`src/astro_pkg.sv`:
```
package astro_pkg;

    // grid of 16 by 16 cells
    localparam int COORD_W = 4;
    localparam logic [COORD_W-1:0] COORD_MAX = 4'd15;

    // shots leave from the ship
    localparam logic [COORD_W-1:0] NAVE_X = 4'd7;
    localparam logic [COORD_W-1:0] NAVE_Y = 4'd7;

    localparam int NUM_TIROS = 4;
    localparam int SLOT_W = 2;

    // keys 0..3 are up, down, right, left
    localparam int NUM_CHAVES = 5;
    localparam int CHAVE_TIRO = 4;

    typedef enum logic [1:0] {
        CIMA,
        BAIXO,
        DIREITA,
        ESQUERDA
    } direcao_t;

    typedef enum logic [1:0] {
        PARADO,
        MOVE,
        FIM
    } estado_mover_t;

endpackage

```
`src/astro_tiros.sv`:
```
`timescale 1ns/100ps

module astro_tiros
    import astro_pkg::*;
(
    input  logic                  clock,
    input  logic                  reset,
    input  logic [NUM_CHAVES-1:0] chaves,
    input  logic                  avancar,
    output logic [NUM_TIROS-1:0]  ocupados,
    output logic                  tiro_valido,
    output logic [SLOT_W-1:0]     tiro_slot,
    output logic [COORD_W-1:0]    tiro_x,
    output logic [COORD_W-1:0]    tiro_y,
    output logic                  tiro_ativo,
    output logic                  pronto
);

    logic               novo_tiro;
    direcao_t           novo_direcao;
    logic [SLOT_W-1:0]  le_slot;
    logic               le_carregado;
    logic [COORD_W-1:0] le_x;
    logic [COORD_W-1:0] le_y;
    direcao_t           le_direcao;
    logic               escreve;
    logic               escreve_carregado;
    logic [COORD_W-1:0] escreve_x;
    logic [COORD_W-1:0] escreve_y;

    registra_jogada registra_jogada (
        .clock        (clock),
        .reset        (reset),
        .chaves       (chaves),
        .novo_tiro    (novo_tiro),
        .novo_direcao (novo_direcao)
    );

    memoria_tiros memoria_tiros (
        .clock             (clock),
        .reset             (reset),
        .novo_tiro         (novo_tiro),
        .novo_direcao      (novo_direcao),
        .le_slot           (le_slot),
        .escreve           (escreve),
        .escreve_carregado (escreve_carregado),
        .escreve_x         (escreve_x),
        .escreve_y         (escreve_y),
        .le_carregado      (le_carregado),
        .le_x              (le_x),
        .le_y              (le_y),
        .le_direcao        (le_direcao),
        .ocupados          (ocupados)
    );

    move_tiros move_tiros (
        .clock             (clock),
        .reset             (reset),
        .avancar           (avancar),
        .le_carregado      (le_carregado),
        .le_x              (le_x),
        .le_y              (le_y),
        .le_direcao        (le_direcao),
        .le_slot           (le_slot),
        .escreve           (escreve),
        .escreve_carregado (escreve_carregado),
        .escreve_x         (escreve_x),
        .escreve_y         (escreve_y),
        .tiro_valido       (tiro_valido),
        .tiro_slot         (tiro_slot),
        .tiro_x            (tiro_x),
        .tiro_y            (tiro_y),
        .tiro_ativo        (tiro_ativo),
        .pronto            (pronto)
    );

endmodule

```
`src/memoria_tiros.sv`:
```
`timescale 1ns/100ps

module memoria_tiros
    import astro_pkg::*;
(
    input  logic                 clock,
    input  logic                 reset,
    input  logic                 novo_tiro,
    input  direcao_t             novo_direcao,
    input  logic [SLOT_W-1:0]    le_slot,
    input  logic                 escreve,
    input  logic                 escreve_carregado,
    input  logic [COORD_W-1:0]   escreve_x,
    input  logic [COORD_W-1:0]   escreve_y,
    output logic                 le_carregado,
    output logic [COORD_W-1:0]   le_x,
    output logic [COORD_W-1:0]   le_y,
    output direcao_t             le_direcao,
    output logic [NUM_TIROS-1:0] ocupados
);

    logic [NUM_TIROS-1:0] carregado;
    logic [COORD_W-1:0]   pos_x [NUM_TIROS];
    logic [COORD_W-1:0]   pos_y [NUM_TIROS];
    direcao_t             dir_mem [NUM_TIROS];
    logic                 tem_livre;
    logic [SLOT_W-1:0]    slot_livre;
    logic                 insere;

    // lowest free slot is scanned from the top so slot 0 wins
    always_comb begin
        tem_livre  = 1'b0;
        slot_livre = '0;
        for (int i = NUM_TIROS - 1; i >= 0; i--) begin
            if (!carregado[i]) begin
                tem_livre  = 1'b1;
                slot_livre = SLOT_W'(i);
            end
        end
    end

    // full memory drops the shot
    assign insere = novo_tiro && tem_livre;

    always_ff @(posedge clock) begin
        if (reset) begin
            carregado <= '0;
        end else begin
            if (insere) begin
                carregado[slot_livre] <= 1'b1;
            end
            if (escreve) begin
                carregado[le_slot] <= escreve_carregado;
            end
        end
    end

    always_ff @(posedge clock) begin
        if (insere) begin
            pos_x[slot_livre]   <= NAVE_X;
            pos_y[slot_livre]   <= NAVE_Y;
            dir_mem[slot_livre] <= novo_direcao;
        end
        if (escreve) begin
            pos_x[le_slot] <= escreve_x;
            pos_y[le_slot] <= escreve_y;
        end
    end

    // mover read port
    assign le_carregado = carregado[le_slot];
    assign le_x         = pos_x[le_slot];
    assign le_y         = pos_y[le_slot];
    assign le_direcao   = dir_mem[le_slot];
    assign ocupados     = carregado;

    // insert and mover write-back never hit the same slot
    a_insere_sem_colisao: assert property (
        @(posedge clock) disable iff (reset)
        (insere && escreve) |-> (le_slot != slot_livre)
    );

    // mover only writes back shots that are loaded
    a_escreve_carregado: assert property (
        @(posedge clock) disable iff (reset)
        escreve |-> carregado[le_slot]
    );

endmodule

```
`src/move_tiros.sv`:
```
`timescale 1ns/100ps

module move_tiros
    import astro_pkg::*;
(
    input  logic               clock,
    input  logic               reset,
    input  logic               avancar,
    input  logic               le_carregado,
    input  logic [COORD_W-1:0] le_x,
    input  logic [COORD_W-1:0] le_y,
    input  direcao_t           le_direcao,
    output logic [SLOT_W-1:0]  le_slot,
    output logic               escreve,
    output logic               escreve_carregado,
    output logic [COORD_W-1:0] escreve_x,
    output logic [COORD_W-1:0] escreve_y,
    output logic               tiro_valido,
    output logic [SLOT_W-1:0]  tiro_slot,
    output logic [COORD_W-1:0] tiro_x,
    output logic [COORD_W-1:0] tiro_y,
    output logic               tiro_ativo,
    output logic               pronto
);

    estado_mover_t      estado;
    estado_mover_t      estado_prox;
    logic [SLOT_W-1:0]  slot;
    logic               na_borda;
    logic [COORD_W-1:0] prox_x;
    logic [COORD_W-1:0] prox_y;

    always_comb begin
        estado_prox = estado;
        case (estado)
            PARADO: begin
                if (avancar) begin
                    estado_prox = MOVE;
                end
            end
            MOVE: begin
                if (slot == SLOT_W'(NUM_TIROS - 1)) begin
                    estado_prox = FIM;
                end
            end
            FIM:     estado_prox = PARADO;
            default: estado_prox = PARADO;
        endcase
    end

    always_ff @(posedge clock) begin
        if (reset) begin
            estado <= PARADO;
            slot   <= '0;
        end else begin
            estado <= estado_prox;
            // wraps back to 0 after the last slot
            if (estado == MOVE) begin
                slot <= slot + 1'b1;
            end
        end
    end

    // one step along the heading or the border it faces
    always_comb begin
        prox_x   = le_x;
        prox_y   = le_y;
        na_borda = 1'b0;
        case (le_direcao)
            CIMA: begin
                na_borda = (le_y == '0);
                prox_y   = le_y - 1'b1;
            end
            BAIXO: begin
                na_borda = (le_y == COORD_MAX);
                prox_y   = le_y + 1'b1;
            end
            DIREITA: begin
                na_borda = (le_x == COORD_MAX);
                prox_x   = le_x + 1'b1;
            end
            ESQUERDA: begin
                na_borda = (le_x == '0);
                prox_x   = le_x - 1'b1;
            end
            default: na_borda = 1'b0;
        endcase
    end

    assign le_slot           = slot;
    assign escreve           = (estado == MOVE) && le_carregado;
    // shot leaving the grid is unloaded where it stands
    assign escreve_carregado = !na_borda;
    assign escreve_x         = na_borda ? le_x : prox_x;
    assign escreve_y         = na_borda ? le_y : prox_y;

    // result strobe mirrors the write-back
    assign tiro_valido = escreve;
    assign tiro_slot   = slot;
    assign tiro_x      = escreve_x;
    assign tiro_y      = escreve_y;
    assign tiro_ativo  = escreve && !na_borda;
    assign pronto      = (estado == FIM);

    a_pronto_pulso: assert property (
        @(posedge clock) disable iff (reset)
        pronto |=> !pronto
    );

endmodule

```
`src/registra_jogada.sv`:
```
`timescale 1ns/100ps

module registra_jogada
    import astro_pkg::*;
(
    input  logic                  clock,
    input  logic                  reset,
    input  logic [NUM_CHAVES-1:0] chaves,
    output logic                  novo_tiro,
    output direcao_t              novo_direcao
);

    logic [NUM_CHAVES-1:0] chaves_ant;
    logic [NUM_CHAVES-1:0] borda;
    direcao_t              direcao;
    direcao_t              direcao_prox;

    // rising edge on every key
    assign borda = chaves & ~chaves_ant;

    // up wins over down, down over right, right over left
    always_comb begin
        direcao_prox = direcao;
        if (borda[0]) begin
            direcao_prox = CIMA;
        end else if (borda[1]) begin
            direcao_prox = BAIXO;
        end else if (borda[2]) begin
            direcao_prox = DIREITA;
        end else if (borda[3]) begin
            direcao_prox = ESQUERDA;
        end
    end

    always_ff @(posedge clock) begin
        if (reset) begin
            chaves_ant <= '0;
            direcao    <= CIMA;
            novo_tiro  <= 1'b0;
        end else begin
            chaves_ant <= chaves;
            direcao    <= direcao_prox;
            novo_tiro  <= borda[CHAVE_TIRO];
        end
    end

    // heading register already holds the update made with the fire edge
    assign novo_direcao = direcao;

endmodule

```
`config.mk`:
```
export PLATFORM = sky130hd
export DESIGN_NAME = astro_tiros
export DESIGN_NICKNAME = d
export VERILOG_FILES = /design/src/astro_pkg.sv /design/src/astro_tiros.sv /design/src/memoria_tiros.sv /design/src/move_tiros.sv /design/src/registra_jogada.sv
export SDC_FILE = /design/constraint.sdc
export NUM_CORES = 1
export LEC_CHECK = 0
export ABC_AREA = 1
export BUFFER_PORTS_ARGS = -buffer_cell sky130_fd_sc_hd__buf_4
export CAP_MARGIN = 40
export CORE_AREA = 2 2 82 84
export CTS_CLUSTER_SIZE = 30
export DETAILED_ROUTE_END_ITERATION = 10
export DIE_AREA = 0 0 84 86
export PLACE_DENSITY = 0.68
export SYNTH_ARGS = -nofsm -noshare
export SYNTH_HDL_FRONTEND = slang
export SYNTH_SLANG_ARGS = --single-unit
```
`constraint.sdc`:
```
create_clock -name clock -period 4.3 [get_ports clock]
set_input_delay 0.86 -clock clock [delete_from_list [all_inputs] [get_ports clock]]
set_output_delay 0.86 -clock clock [all_outputs]
set_load 0.03 [all_outputs]
```
Yosys cells after proc, flatten, opt, wreduce, memory -nomap -nowiden --
Memories as Yosys holds them, arrays and structs flattened. A register that Yosys moved wholly into a read port is not among the register bits. Cells that the tools add are included.
Word-level totals: ROM bits 0, flip-flop bits (word level) 16, memories 3, latch bits 0, bits of input ports 8, bits in writable memories 40, output and inout bits 17, logic and storage cells 86
Operators by class: multipliers 0, reductions and logical operators 15, multiplexer cells 39, divide/modulo/power cells 0, $add $sub $neg 5, order comparisons 4, shift operators 0, bitwise logic cells 3, equality and inequality tests 10
Memory list:
- memoria_tiros.pos_x | words 4, bits a word 4, read ports 1, clocked after Yosys merged registers in 1, write ports 2, RTL line memoria_tiros.sv:23 | logic [COORD_W-1:0] pos_x [NUM_TIROS];
- memoria_tiros.pos_y | words 4, bits a word 4, read ports 1, clocked after Yosys merged registers in 1, write ports 2, RTL line memoria_tiros.sv:24 | logic [COORD_W-1:0] pos_y [NUM_TIROS];
- memoria_tiros.dir_mem | words 4, bits a word 2, read ports 1, clocked after Yosys merged registers in 1, write ports 1, RTL line memoria_tiros.sv:25 | direcao_t dir_mem [NUM_TIROS];
Operators with widths (count):
- 2-bit two-way mux | 14
- 4-bit two-way mux | 5
- 4-bit case mux with 2 select lines | 2
- 1-bit two-way mux | 12
- 4-bit by 1-bit adder with 4-bit output, second input constant | 2
- 2-bit == test, second input constant | 4
- 4-bit == test, second input constant | 2
- 4-bit zero test | 2
- 4-bit by 1-bit subtractor with 4-bit output, second input constant | 2
- 2-bit by 3-bit less-than comparator with 1-bit output, second input constant | 2
- 5-bit AND | 1
- 1-bit logical AND | 5
- 5-bit inverter | 1
- 4-bit bitwise mux | 1
- 1-bit demux with 2-bit select | 2
- 2-bit by 1-bit == test with 1-bit output, second input constant | 2
- 2-bit by 1-bit >= comparator with 1-bit output, second input constant | 2
- 2-bit zero test | 2
- 4-bit OR | 1
- 1-bit case mux with 4 select lines | 1
- 2-bit case mux with 2 select lines | 1
- 3-bit nonzero test | 1
- 3-bit OR reduction | 1
- 2-bit by 1-bit adder with 2-bit output, second input constant | 1
- other kinds (7) | 7

Longest topological paths before layout --
Gate-level depths: netlist of run 1.
depth in word-level cells 13, mapped depth 20, gate-level depth less buffers 18

Hierarchy --
From an unflattened synthesis of run 1, not the netlist that was laid out.
Unflattened totals: cell total of the unflattened synthesis 367, area total of the unflattened synthesis 3012.9 um^2
Modules (own cells, without submodules):
- memoria_tiros | area an instance 1915.6 um^2, instances 1, seq. area each 1281.2 um^2, cells each 196
- move_tiros | area an instance 830.8 um^2, instances 1, seq. area each 80.1 um^2, cells each 136
- registra_jogada | area an instance 266.5 um^2, instances 1, seq. area each 160.2 um^2, cells each 35

Worst setup path before layout of run 1 --
Ideal clock, no wire load.
path type register to output, start reg with a tool-made name, end out tiro_y[2], path buffers 2, cell stages (with the launch flop) 19, arrival time 2343 ps, setup slack 1097 ps, data required time 3440 ps, cell sequence dfxtp_1 -> buf_6 -> inv_4 -> buf_6 -> a21oi_1 -> a32oi_1 -> inv_1 -> ha_1 -> inv_1 -> nand3_1 -> nand2_1 -> inv_1 -> ha_1 -> inv_1 -> nand2_1 -> xnor2_1 -> o21ai_0 -> nand2_1 -> nand2_1
RTL lines:
- end: declaration | RTL line astro_tiros.sv:14 | output logic [COORD_W-1:0] tiro_y,

==> results.py, run 1 <==
metrics = {
    "floorplan": {
        "io_pins": 25,
        "core_area_sq_um": 6277,
        "initial_utilization": 0.4951,
        "die_x_microns": 84,
        "die_y_microns": 86,
        "row_count": 29,
        "die_area_sq_um": 7224,
    },
    "cts": {
        "cts-resized-gates": 0,
        "cts-root-buf": "clkbuf_8",
        "cts-hold-fix-buffers": 0,
        "numCtsBuffers": 9,
        "cts_max_path_buffers": 2,
        "cts.htree.levels": 3,
        "cts_tree": "yes",
        "cts_setup_buffers": 0,
        "clock_latency_ns": 0.33,
        "cts.sinks": 58,
        "cts.clk_slew.worst_paths_ns": 0.06,
    },
    "logic_synthesis": {
        "synth_fp_nets": 382,
        "synth_simple_gate_area_share": 0.2850,
        "ys_types": 32,
        "syn_area_per_cell_sq_um": 8.562,
        "synth_compound_area_frac": 0.07850,
        "yosysTopAreaCell": "edfxtp_1",
        "synthCells": 363,
        "synth_seq_cells": 58,
        "netlist_top_cells_area": "edfxtp_1 39%, dfxtp_1 12%, nand2_1 12%, nand3_1 6.0%, inv_1 5.0%",
        "yosys_warnings": 0,
        "synth_top_area_share": 0.3865,
        "muxShareOfSynthArea": 0,
        "synth_top_family_by_area": "simple AND/OR/NAND/NOR gates",
        "yosys.area_share.adder": 0.04428,
        "synth_seq_area_share": 0.5024,
        "syn-cell-area_sq_um": 3108,
        "synth-xor-area-share": 0.005636,
    },
    "routing": {
        "num_vias": 2570,
        "route.top_layer_used": "met4",
        "met3WireLength_microns": 407,
        "drc": 0,
        "wl_met1_microns": 3479,
        "routed_wl_microns": 7165,
        "drt_first_pass_iters": 4,
        "drt_iter0_markers": 209,
        "vias_per_cell": 5.411,
        "routedWlPerCell_microns": 15.08,
        "met2_length_microns": 3182,
        "ant_nets": 0,
    },
    "grt": {
        "grt_max_degree": 21,
        "grt_pass1_vias": 2366,
        "grt_pass1_wl_microns": 11790,
        "grt_util_all_layers": 0.2103,
        "antenna_found_initial": 0,
        "gr-total-overflow": 0,
    },
    "setup_path": {
        "crit_type": "flop to output port",
        "r2r_setup_slack_ns": 1.42,
        "critPathRequiredTime_ns": 3.44,
        "crit_fanout": 20,
        "worstPathArrival_ns": 3.02,
        "critPathLaunchType": "flop",
        "worstSetupEndpointType": "output port",
    },
    "cells_and_area": {
        "instances_no_fill": 475,
        "syn2layout_area_growth_pct": 13.69,
        "design_area_sq_um": 3533,
        "final_cell_mix": "96 x nand2_1, 41 x inv_1, 40 x edfxtp_1",
        "final_common_cell": "nand2_1",
        "fin_nets": 412,
        "final_util": 0.5629,
        "drive_gt1_frac": 0.1884,
        "diodes": 0,
    },
    "sta": {
        "fmax_ghz": 0.2577,
        "slew_viol_final": 0,
        "final.period_utilization": 0.9026,
        "whs_ns": 0.3905,
        "worst_pin_slew_ns": 0.6817,
        "tns_ns": 0,
        "clock_skew_ns": 0.007934,
        "setup_violations": 0,
        "slew_headroom": 0.5413,
        "min_period_ns": 3.881,
        "hold_viol_final": 0,
        "fin_ws_ns": 0.4190,
        "rsz0062_at_grt": "no",
    },
    "pwr": {
        "leakage_nw": 1.567,
        "combPwrFrac": 0.309,
        "power.density_nw_per_um2": 464.9,
        "p_sw_frac": 0.3521,
        "vdd_drop_max_uv": 324.5,
        "power_switching_mw": 0.5784,
        "pwr-share-clk": 0.306,
        "fin_total_pwr_mw": 1.643,
        "internal-power_mw": 1.064,
        "seq_power_share": 0.385,
    },
    "placement": {
        "placed_area_sq_um": 3324,
        "dp_hpwl_microns": 5355,
        "dp_slack_ns": 0.7603,
        "portBuffers": 24,
        "place_congestion": 0.8884,
        "dp.cells": 458,
    },
    "run": {
        "drv_cap": 0,
    },
    "min_path": {
        "min_path_type": "flop to flop",
    },
    "run_status": {
        "outcome": "completed",
    },
}
## path summary, 6_finish.rpt
path	start	end	cells past startpoint
worst max register to register	flop	memoria_tiros.pos_y[3][2]$_SDFFCE_PN1P_	18
worst min-delay path	registra_jogada.chaves_ant[4]$_SDFF_PP0_	registra_jogada.novo_tiro$_SDFF_PP0_	1
worst max-delay path	flop	tiro_x[2]	15
worst min register to register	registra_jogada.chaves_ant[4]$_SDFF_PP0_	registra_jogada.novo_tiro$_SDFF_PP0_	1
## final cells by class
type,instances,area [sq um]
multi-input combinational,248,1285
fill,595,2744
inverter,49,186.4
tap,77,96.34
timing repair buffer,27,200.2
clock buffer,11,151.4
sequential,58,1562
clock inverter,5,52.55
## power groups by stage
stage | combinational [mW] | sequential [mW] | clock (mW)
4_1_cts | 0.503 | 0.633 | 0.509
3_3_place_gp | 0.492 | 0.644 | 0
2_1_floorplan | 0.363 | 0.644 | 0
3_5_place_dp | 0.501 | 0.645 | 0
5_1_grt | 0.557 | 0.635 | 0.536
6_report | 0.508 | 0.633 | 0.502
## kinds of logic after synthesis
logic type / count (synthesis)
compound gates: 43
simple gates: 192
flops: 58
xor+xnor: 2
fa+ha+maj: 11
buf+inv: 57
## registers in the layout (all words and copies together), names as in the netlist, named ones only
register	flops
move_tiros.estado	2
memoria_tiros.dir_mem	8
move_tiros.le_slot	2
registra_jogada.novo_direcao	2
memoria_tiros.pos_y	16
memoria_tiros.pos_x	16
registra_jogada.novo_tiro	1
memoria_tiros.ocupados	4
registra_jogada.chaves_ant	5
## synth_stat cells, drive strengths merged
cell	instances
nand2	105
inv	49
nand3	46
edfxtp	40
nor2	32
a21oi	19
dfxtp	18
o21ai	16
ha	11
buf	7
nor3	4
or2	3
a32oi	2
o211ai	2
xnor2	2
a2111oi	1
a211oi	1
a31oi	1
clkbuf	1
nand4	1
nor4	1
o22ai	1
## per-layer routing
metal | vias up | GRT usage
met2 | 89 | 0.3135
met3 | 10 | 0.03657
met5 | - | 0
met4 | 0 | 0.07331
li1 | 1254 | -
met1 | 1217 | 0.3105
## worst max-delay path: stages, from the launching register on
cell     delay (ns)
dfxtp_1        0.38
inv_2          0.27
nand2_1        0.10
a32oi_1        0.39
inv_1          0.13
ha_1           0.25
nor2_1         0.12
nand3_1        0.08
nand2_1        0.06
nand2_1        0.05
nand2_2        0.07
nand2_4        0.14
inv_2          0.20
nand2_1        0.19
nand2_1        0.12
buf_4          0.16
No activity file was read; power rests on OpenSTA's default activity.
==> inputs of run 2 (changes only) <==
--- a/config.mk
+++ b/config.mk
@@ -13,6 +13,7 @@
 export DETAILED_ROUTE_END_ITERATION = 10
 export DIE_AREA = 0 0 84 86
 export PLACE_DENSITY = 0.68
+export RECOVER_POWER = 50
 export SYNTH_ARGS = -nofsm -noshare
 export SYNTH_HDL_FRONTEND = slang
 export SYNTH_SLANG_ARGS = --single-unit
==> run 2 against run 1 <==
Net effect:
- critical path depth grew 2
- clock-buffer cell count unchanged
- final cell count unchanged
- clock power hardly changed
- first-iteration DRC count is 1.4% higher
- routed wire length down 0.66%
- combinational power fell by 0.8%
- non-clock buffer count stayed put
- via count shrank 0.31%
- clock skew decreased by 0.0018 ns
- critical path type unchanged
==> results.py, run 2 (same netlist as run 1, synthesis figures left out) <==
metrics = {
    "cells_and_area": {
        "top_regs": "memoria_tiros.pos_x (16), memoria_tiros.pos_y (16), memoria_tiros.dir_mem (8)",
        "fin_nets": 412,
        "final_common_cell": "nand2_1",
        "drive_gt1_frac": 0.1633,
        "nFillCells": 609,
        "diodes": 0,
        "syn2layout_area_growth_pct": 12.56,
        "instances_no_fill": 475,
        "final_cell_mix": "96 x nand2_1, 41 x inv_1, 40 x edfxtp_1",
    },
    "cts": {
        "cts.htree.levels": 3,
        "numCtsBuffers": 9,
        "cts.clk_slew.worst_paths_ns": 0.06,
        "cts-hold-fix-buffers": 0,
        "cts_max_path_buffers": 2,
        "cts.sinks": 58,
        "cts-root-buf": "clkbuf_8",
        "clock_latency_ns": 0.33,
        "cts_setup_buffers": 0,
        "cts_tree": "yes",
        "cts-resized-gates": 0,
    },
    "routing": {
        "routedWlPerCell_microns": 14.99,
        "met2_length_microns": 3161,
        "ant_nets": 0,
        "route.top_layer_used": "met4",
        "drt_first_pass_iters": 4,
        "drt_iter0_markers": 212,
        "num_vias": 2562,
        "routed_wl_microns": 7118,
        "met3WireLength_microns": 481,
        "vias_per_cell": 5.394,
        "wl_met1_microns": 3369,
        "drc": 0,
    },
    "floorplan": {
        "die_x_microns": 84,
        "row_count": 29,
        "io_pins": 25,
        "core_area_sq_um": 6277,
        "die_y_microns": 86,
        "initial_utilization": 0.4951,
        "die_area_sq_um": 7224,
    },
    "run": {
        "drv_cap": 0,
    },
    "grt": {
        "grt_util_all_layers": 0.2103,
        "grt_pass1_vias": 2366,
        "grt_max_degree": 21,
        "gr-total-overflow": 0,
        "grt_pass1_wl_microns": 11790,
        "antenna_found_initial": 0,
    },
    "pwr": {
        "vdd_drop_max_uv": 325.6,
        "fin_total_pwr_mw": 1.635,
        "power.density_nw_per_um2": 467.5,
        "leakage_nw": 1.524,
    },
    "placement": {
        "place_congestion": 0.8884,
        "dp.cells": 458,
        "portBuffers": 24,
        "dp_hpwl_microns": 5355,
    },
    "setup_path": {
        "r2r_setup_slack_ns": 1.42,
        "worstSetupEndpointType": "output port",
        "crit_fanout": 20,
        "crit_type": "flop to output port",
        "worstPathArrival_ns": 3.02,
        "rr_worst_depth": 18,
        "cpMostUsedCell": "nand2_1",
        "cp_slowest_cell": "dfxtp_1",
        "cpPeakStageDelay_ns": 0.38,
        "critPathLaunchType": "flop",
        "critPathRequiredTime_ns": 3.44,
        "crit_chain": "inv_2, nand2_1, a32oi_1, inv_1, ha_1, inv_1, nand3_1, nand2_1, inv_1, ha_1, inv_1, nand2_1, xnor2_1, o21ai_0, nand2_1, nand2_1, buf_4",
        "endpoint": "tiro_y[2]",
        "timing.rr.end": "memoria_tiros.pos_y[3][2]$_SDFFCE_PN1P_",
    },
    "sta": {
        "clock_skew_ns": 0.006158,
        "worst_pin_slew_ns": 0.7283,
        "slew_viol_final": 0,
        "rsz0062_at_grt": "no",
        "slew_headroom": 0.5145,
        "tns_ns": 0,
        "min_period_ns": 3.879,
        "whs_ns": 0.3901,
        "fmax_ghz": 0.2578,
        "setup_violations": 0,
        "hold_viol_final": 0,
        "final.period_utilization": 0.9021,
    },
    "min_path": {
        "min_path_type": "flop to flop",
    },
    "run_status": {
        "outcome": "completed",
    },
}
## run 2: cell count changes in the layout (fill, tap and decap cells not counted)
| cell | before | now |
|---|---|---|
| or2_1 | 1 | 0 |
| or2_0 | 0 | 1 |
| o21ai_0 | 11 | 12 |
| o21ai_1 | 3 | 2 |
| buf_2 | 1 | 0 |
| buf_4 | 26 | 17 |
| clkbuf_1 | 0 | 10 |
## run 2: area by class of cell
cell class / count / area [sq um] / area share
flip-flops and latches: 58 / 1562 / 0.4464
clock inverters: 5 / 52.55 / 0.01502
well taps: 77 / 96.34 / 0.02754
multi-input cells: 248 / 1285 / 0.3673
repair buffers: 27 / 165.2 / 0.04721
clock buffers: 11 / 151.4 / 0.04328
inverters: 49 / 186.4 / 0.05329
## run 2: per-layer routing
layer | global-route usage | up-vias
met4 | 0.07331 | 0
met1 | 0.3105 | 1203
met2 | 0.3135 | 94
met3 | 0.03657 | 10
met5 | 0 | -
li1 | - | 1255
## run 2: where the power goes
group | switching [mW] | internal, mW | total (mW) | leakage (nW)
combinational | 0.356 | 0.148 | 0.504 | 0.885
clock | 0.203 | 0.296 | 0.499 | 0.105
sequential | 0.0161 | 0.617 | 0.633 | 0.534
total | 0.575 | 1.06 | 1.64 | 1.52
## run 2: worst max-delay path, delay by kind of cell, from the launching register on
| family | cells | cell delay (ns) |
|---|---|---|
| fa+ha+maj | 2 | 0.40 |
| flops | 1 | 0.38 |
| compound gates | 2 | 0.47 |
| simple gates | 6 | 0.54 |
| buf+inv | 6 | 0.78 |
| xor+xnor | 1 | 0.12 |
## run 2: through the flow
stage | utilization | area [sq um] | setup WS, ns
global placement | 0.5284 | 3317 | 0.8294
detailed placement | 0.5296 | 3324 | 0.7603
global route | 0.5573 | 3498 | 0.09161
CTS | 0.5621 | 3528 | 0.3954
floorplan | - | 3108 | 1.097
finish | 0.5573 | 3498 | 0.4211
## run 2: how the worst min path moves through the flow
stage	start	to	slack, ns	depth (start not counted)
after detailed placement	registra_jogada.chaves_ant[4]$_SDFF_PP0_	registra_jogada.novo_tiro$_SDFF_PP0_	0.38	1
final	registra_jogada.chaves_ant[4]$_SDFF_PP0_	registra_jogada.novo_tiro$_SDFF_PP0_	0.39	1
after global placement	registra_jogada.chaves_ant[4]$_SDFF_PP0_	registra_jogada.novo_tiro$_SDFF_PP0_	0.38	1
after global routing	registra_jogada.chaves_ant[4]$_SDFF_PP0_	registra_jogada.novo_tiro$_SDFF_PP0_	0.41	1
after floorplan	registra_jogada.chaves_ant[4]$_SDFF_PP0_	registra_jogada.novo_tiro$_SDFF_PP0_	0.37	1
after CTS	registra_jogada.chaves_ant[4]$_SDFF_PP0_	registra_jogada.novo_tiro$_SDFF_PP0_	0.39	1
==> inputs of run 3 (changes only) <==
==> constraint.sdc (replaced) <==
create_clock -name clock -period 4.7 [get_ports clock]
set_input_delay 0.94 -clock clock [delete_from_list [all_inputs] [get_ports clock]]
set_output_delay 0.94 -clock clock [all_outputs]
set_load 0.03 [all_outputs]
==> run 3 against run 2 <==
Net effect:
- core utilization increased by 0.24 points
- sequential cell count unchanged
- global-route usage decreased by 0.18 points
- die area unchanged
- via count decreased by 2.2%
- clock power increased by 2%
- final cell count unchanged
- largest cell class unchanged
- largest power group unchanged
==> results.py, run 3 (same netlist as run 1, synthesis figures left out) <==
metrics = {
    "sta": {
        "min_period_ns": 4.103,
        "fin_ws_ns": 0.5968,
        "final.period_utilization": 0.8730,
        "tns_ns": 0,
        "clock_skew_ns": 0.008310,
        "hold_viol_final": 0,
        "worst_pin_slew_ns": 0.7281,
        "whs_ns": 0.3919,
        "rsz0062_at_grt": "no",
        "setup_violations": 0,
        "fmax_ghz": 0.2437,
        "slew_viol_final": 0,
        "slew_headroom": 0.5101,
    },
    "cells_and_area": {
        "syn2layout_area_growth_pct": 13.04,
        "multi_input_area_sq_um": 1285,
        "final_common_cell": "nand2_1",
        "top_regs": "memoria_tiros.pos_x (16), memoria_tiros.pos_y (16), memoria_tiros.dir_mem (8)",
        "drive_gt1_frac": 0.1583,
        "fin_nets": 412,
        "layout.area.seq_sq_um": 1562,
        "nFillCells": 592,
        "final_util": 0.5597,
        "final_cell_mix": "96 x nand2_1, 41 x inv_1, 40 x edfxtp_1",
        "diodes": 0,
    },
    "pwr": {
        "fin_total_pwr_mw": 1.542,
        "vdd_drop_max_uv": 283.2,
        "power.density_nw_per_um2": 438.8,
        "leakage_nw": 1.524,
    },
    "setup_path": {
        "critPathLaunchType": "flop",
        "cpPeakStageDelay_ns": 0.34,
        "worstSetupEndpointType": "output port",
        "crit_type": "flop to output port",
        "critPathRequiredTime_ns": 3.76,
        "cp_slowest_cell": "a32oi_1",
        "crit_fanout": 21,
        "worstPathArrival_ns": 3.16,
        "critical-path-top-delay-family": "buffers and inverters",
        "crit_chain": "buf_4, inv_2, nand2_1, a32oi_1, inv_1, ha_1, inv_1, nand3_1, nand2_1, inv_1, ha_1, inv_1, nand2_1, xnor2_1, o21ai_0, nand2_1, nand2_1, buf_4",
        "cpMostUsedCell": "nand2_1",
        "crit_buf_inv": 7,
    },
    "routing": {
        "ant_nets": 0,
        "wl_met1_microns": 3446,
        "route.top_layer_used": "met4",
        "routedWlPerCell_microns": 14.97,
        "drt_iter0_markers": 138,
        "drc": 0,
        "drt_first_pass_iters": 5,
        "vias_per_cell": 5.274,
        "met3WireLength_microns": 468,
        "routed_wl_microns": 7112,
        "num_vias": 2505,
        "met2_length_microns": 3099,
    },
    "floorplan": {
        "initial_utilization": 0.4951,
        "die_y_microns": 86,
        "core_area_sq_um": 6277,
        "die_area_sq_um": 7224,
        "die_x_microns": 84,
        "io_pins": 25,
        "row_count": 29,
    },
    "grt": {
        "antenna_found_initial": 0,
        "grt_util_all_layers": 0.2084,
        "gr-total-overflow": 0,
        "grt_pass1_vias": 2356,
        "grt_max_degree": 22,
        "grt_pass1_wl_microns": 11670,
    },
    "cts": {
        "cts-hold-fix-buffers": 0,
        "clock_latency_ns": 0.34,
        "cts.htree.levels": 3,
        "numCtsBuffers": 9,
        "cts_max_path_buffers": 2,
        "cts_tree": "yes",
        "cts.sinks": 58,
        "cts-root-buf": "clkbuf_8",
        "cts_setup_buffers": 0,
        "cts-resized-gates": 0,
        "cts.clk_slew.worst_paths_ns": 0.06,
    },
    "run": {
        "drv_cap": 0,
    },
    "placement": {
        "dp_hpwl_microns": 5320,
        "place_congestion": 0.8736,
        "portBuffers": 24,
        "dp_slack_ns": 0.9635,
    },
    "run_status": {
        "outcome": "completed",
    },
    "min_path": {
        "min_path_type": "flop to flop",
    },
}
-- run 3: cell count changes in the layout (fill, tap and decap cells not counted) --
cell	delta
clkbuf_4	+1
clkbuf_8	-1
buf_4	-1
clkinv_2	-1
or2_2	-1
or2_0	+1
bufinv_16	+1
clkbuf_1	+1
-- run 3: area by class of cell --
cell class | count | share of cell area
Clock buffer | 11 | 0.04024
Clock inverter | 5 | 0.02208
Inverter | 49 | 0.05306
Multi-Input combinational cell | 248 | 0.3657
Sequential cell | 58 | 0.4444
Tap cell | 77 | 0.02742
Timing Repair Buffer | 27 | 0.04701
-- run 3: report_power, final --
part	switching [mW]	total, mW	leakage, nW	internal [mW]
registers	0.0138	0.578	0.534	0.564
clock network	0.196	0.507	0.109	0.311
logic	0.322	0.457	0.881	0.135
total	0.531	1.54	1.52	1.01
-- run 3: worst reg2reg max path, delay by kind of cell (launching register included) --
| kind | cells | cell delay [ns] |
|---|---|---|
| buffers and inverters | 7 | 0.91 |
| AOI/OAI and AO/OA | 2 | 0.43 |
| DFF | 1 | 0.30 |
| and+or+nand+nor | 7 | 0.59 |
| adders and majority gates | 2 | 0.39 |
| xor gates and xnor gates | 1 | 0.13 |
-- run 3: metal layers --
layer | up-vias | track usage
met3 | 10 | 0.03754
met1 | 1150 | 0.3045
met2 | 86 | 0.3120
met5 | - | 0
met4 | 0 | 0.07625
li1 | 1259 | -
-- run 3: final timing paths --
| kind | startpoint | slack [ns] | end | cells after the start |
|---|---|---|---|---|
| setup reg to reg | flop | 1.70 | memoria_tiros.pos_y[0][2]$_SDFFCE_PN1P_ | 19 |
| hold / removal | registra_jogada.chaves_ant[4]$_SDFF_PP0_ | 0.39 | registra_jogada.novo_tiro$_SDFF_PP0_ | 1 |
| setup / recovery | flop | 0.60 | tiro_y[2] | 18 |
| hold reg to reg | registra_jogada.chaves_ant[4]$_SDFF_PP0_ | 0.39 | registra_jogada.novo_tiro$_SDFF_PP0_ | 1 |
-- run 3: metrics by stage --
stage | std cells | instance area (sq um)
global placement | 457 | 3317
floorplan | 363 | 3108
finish | 475 | 3513
detailed placement | 459 | 3329
global route | 475 | 3513
CTS | 475 | 3548
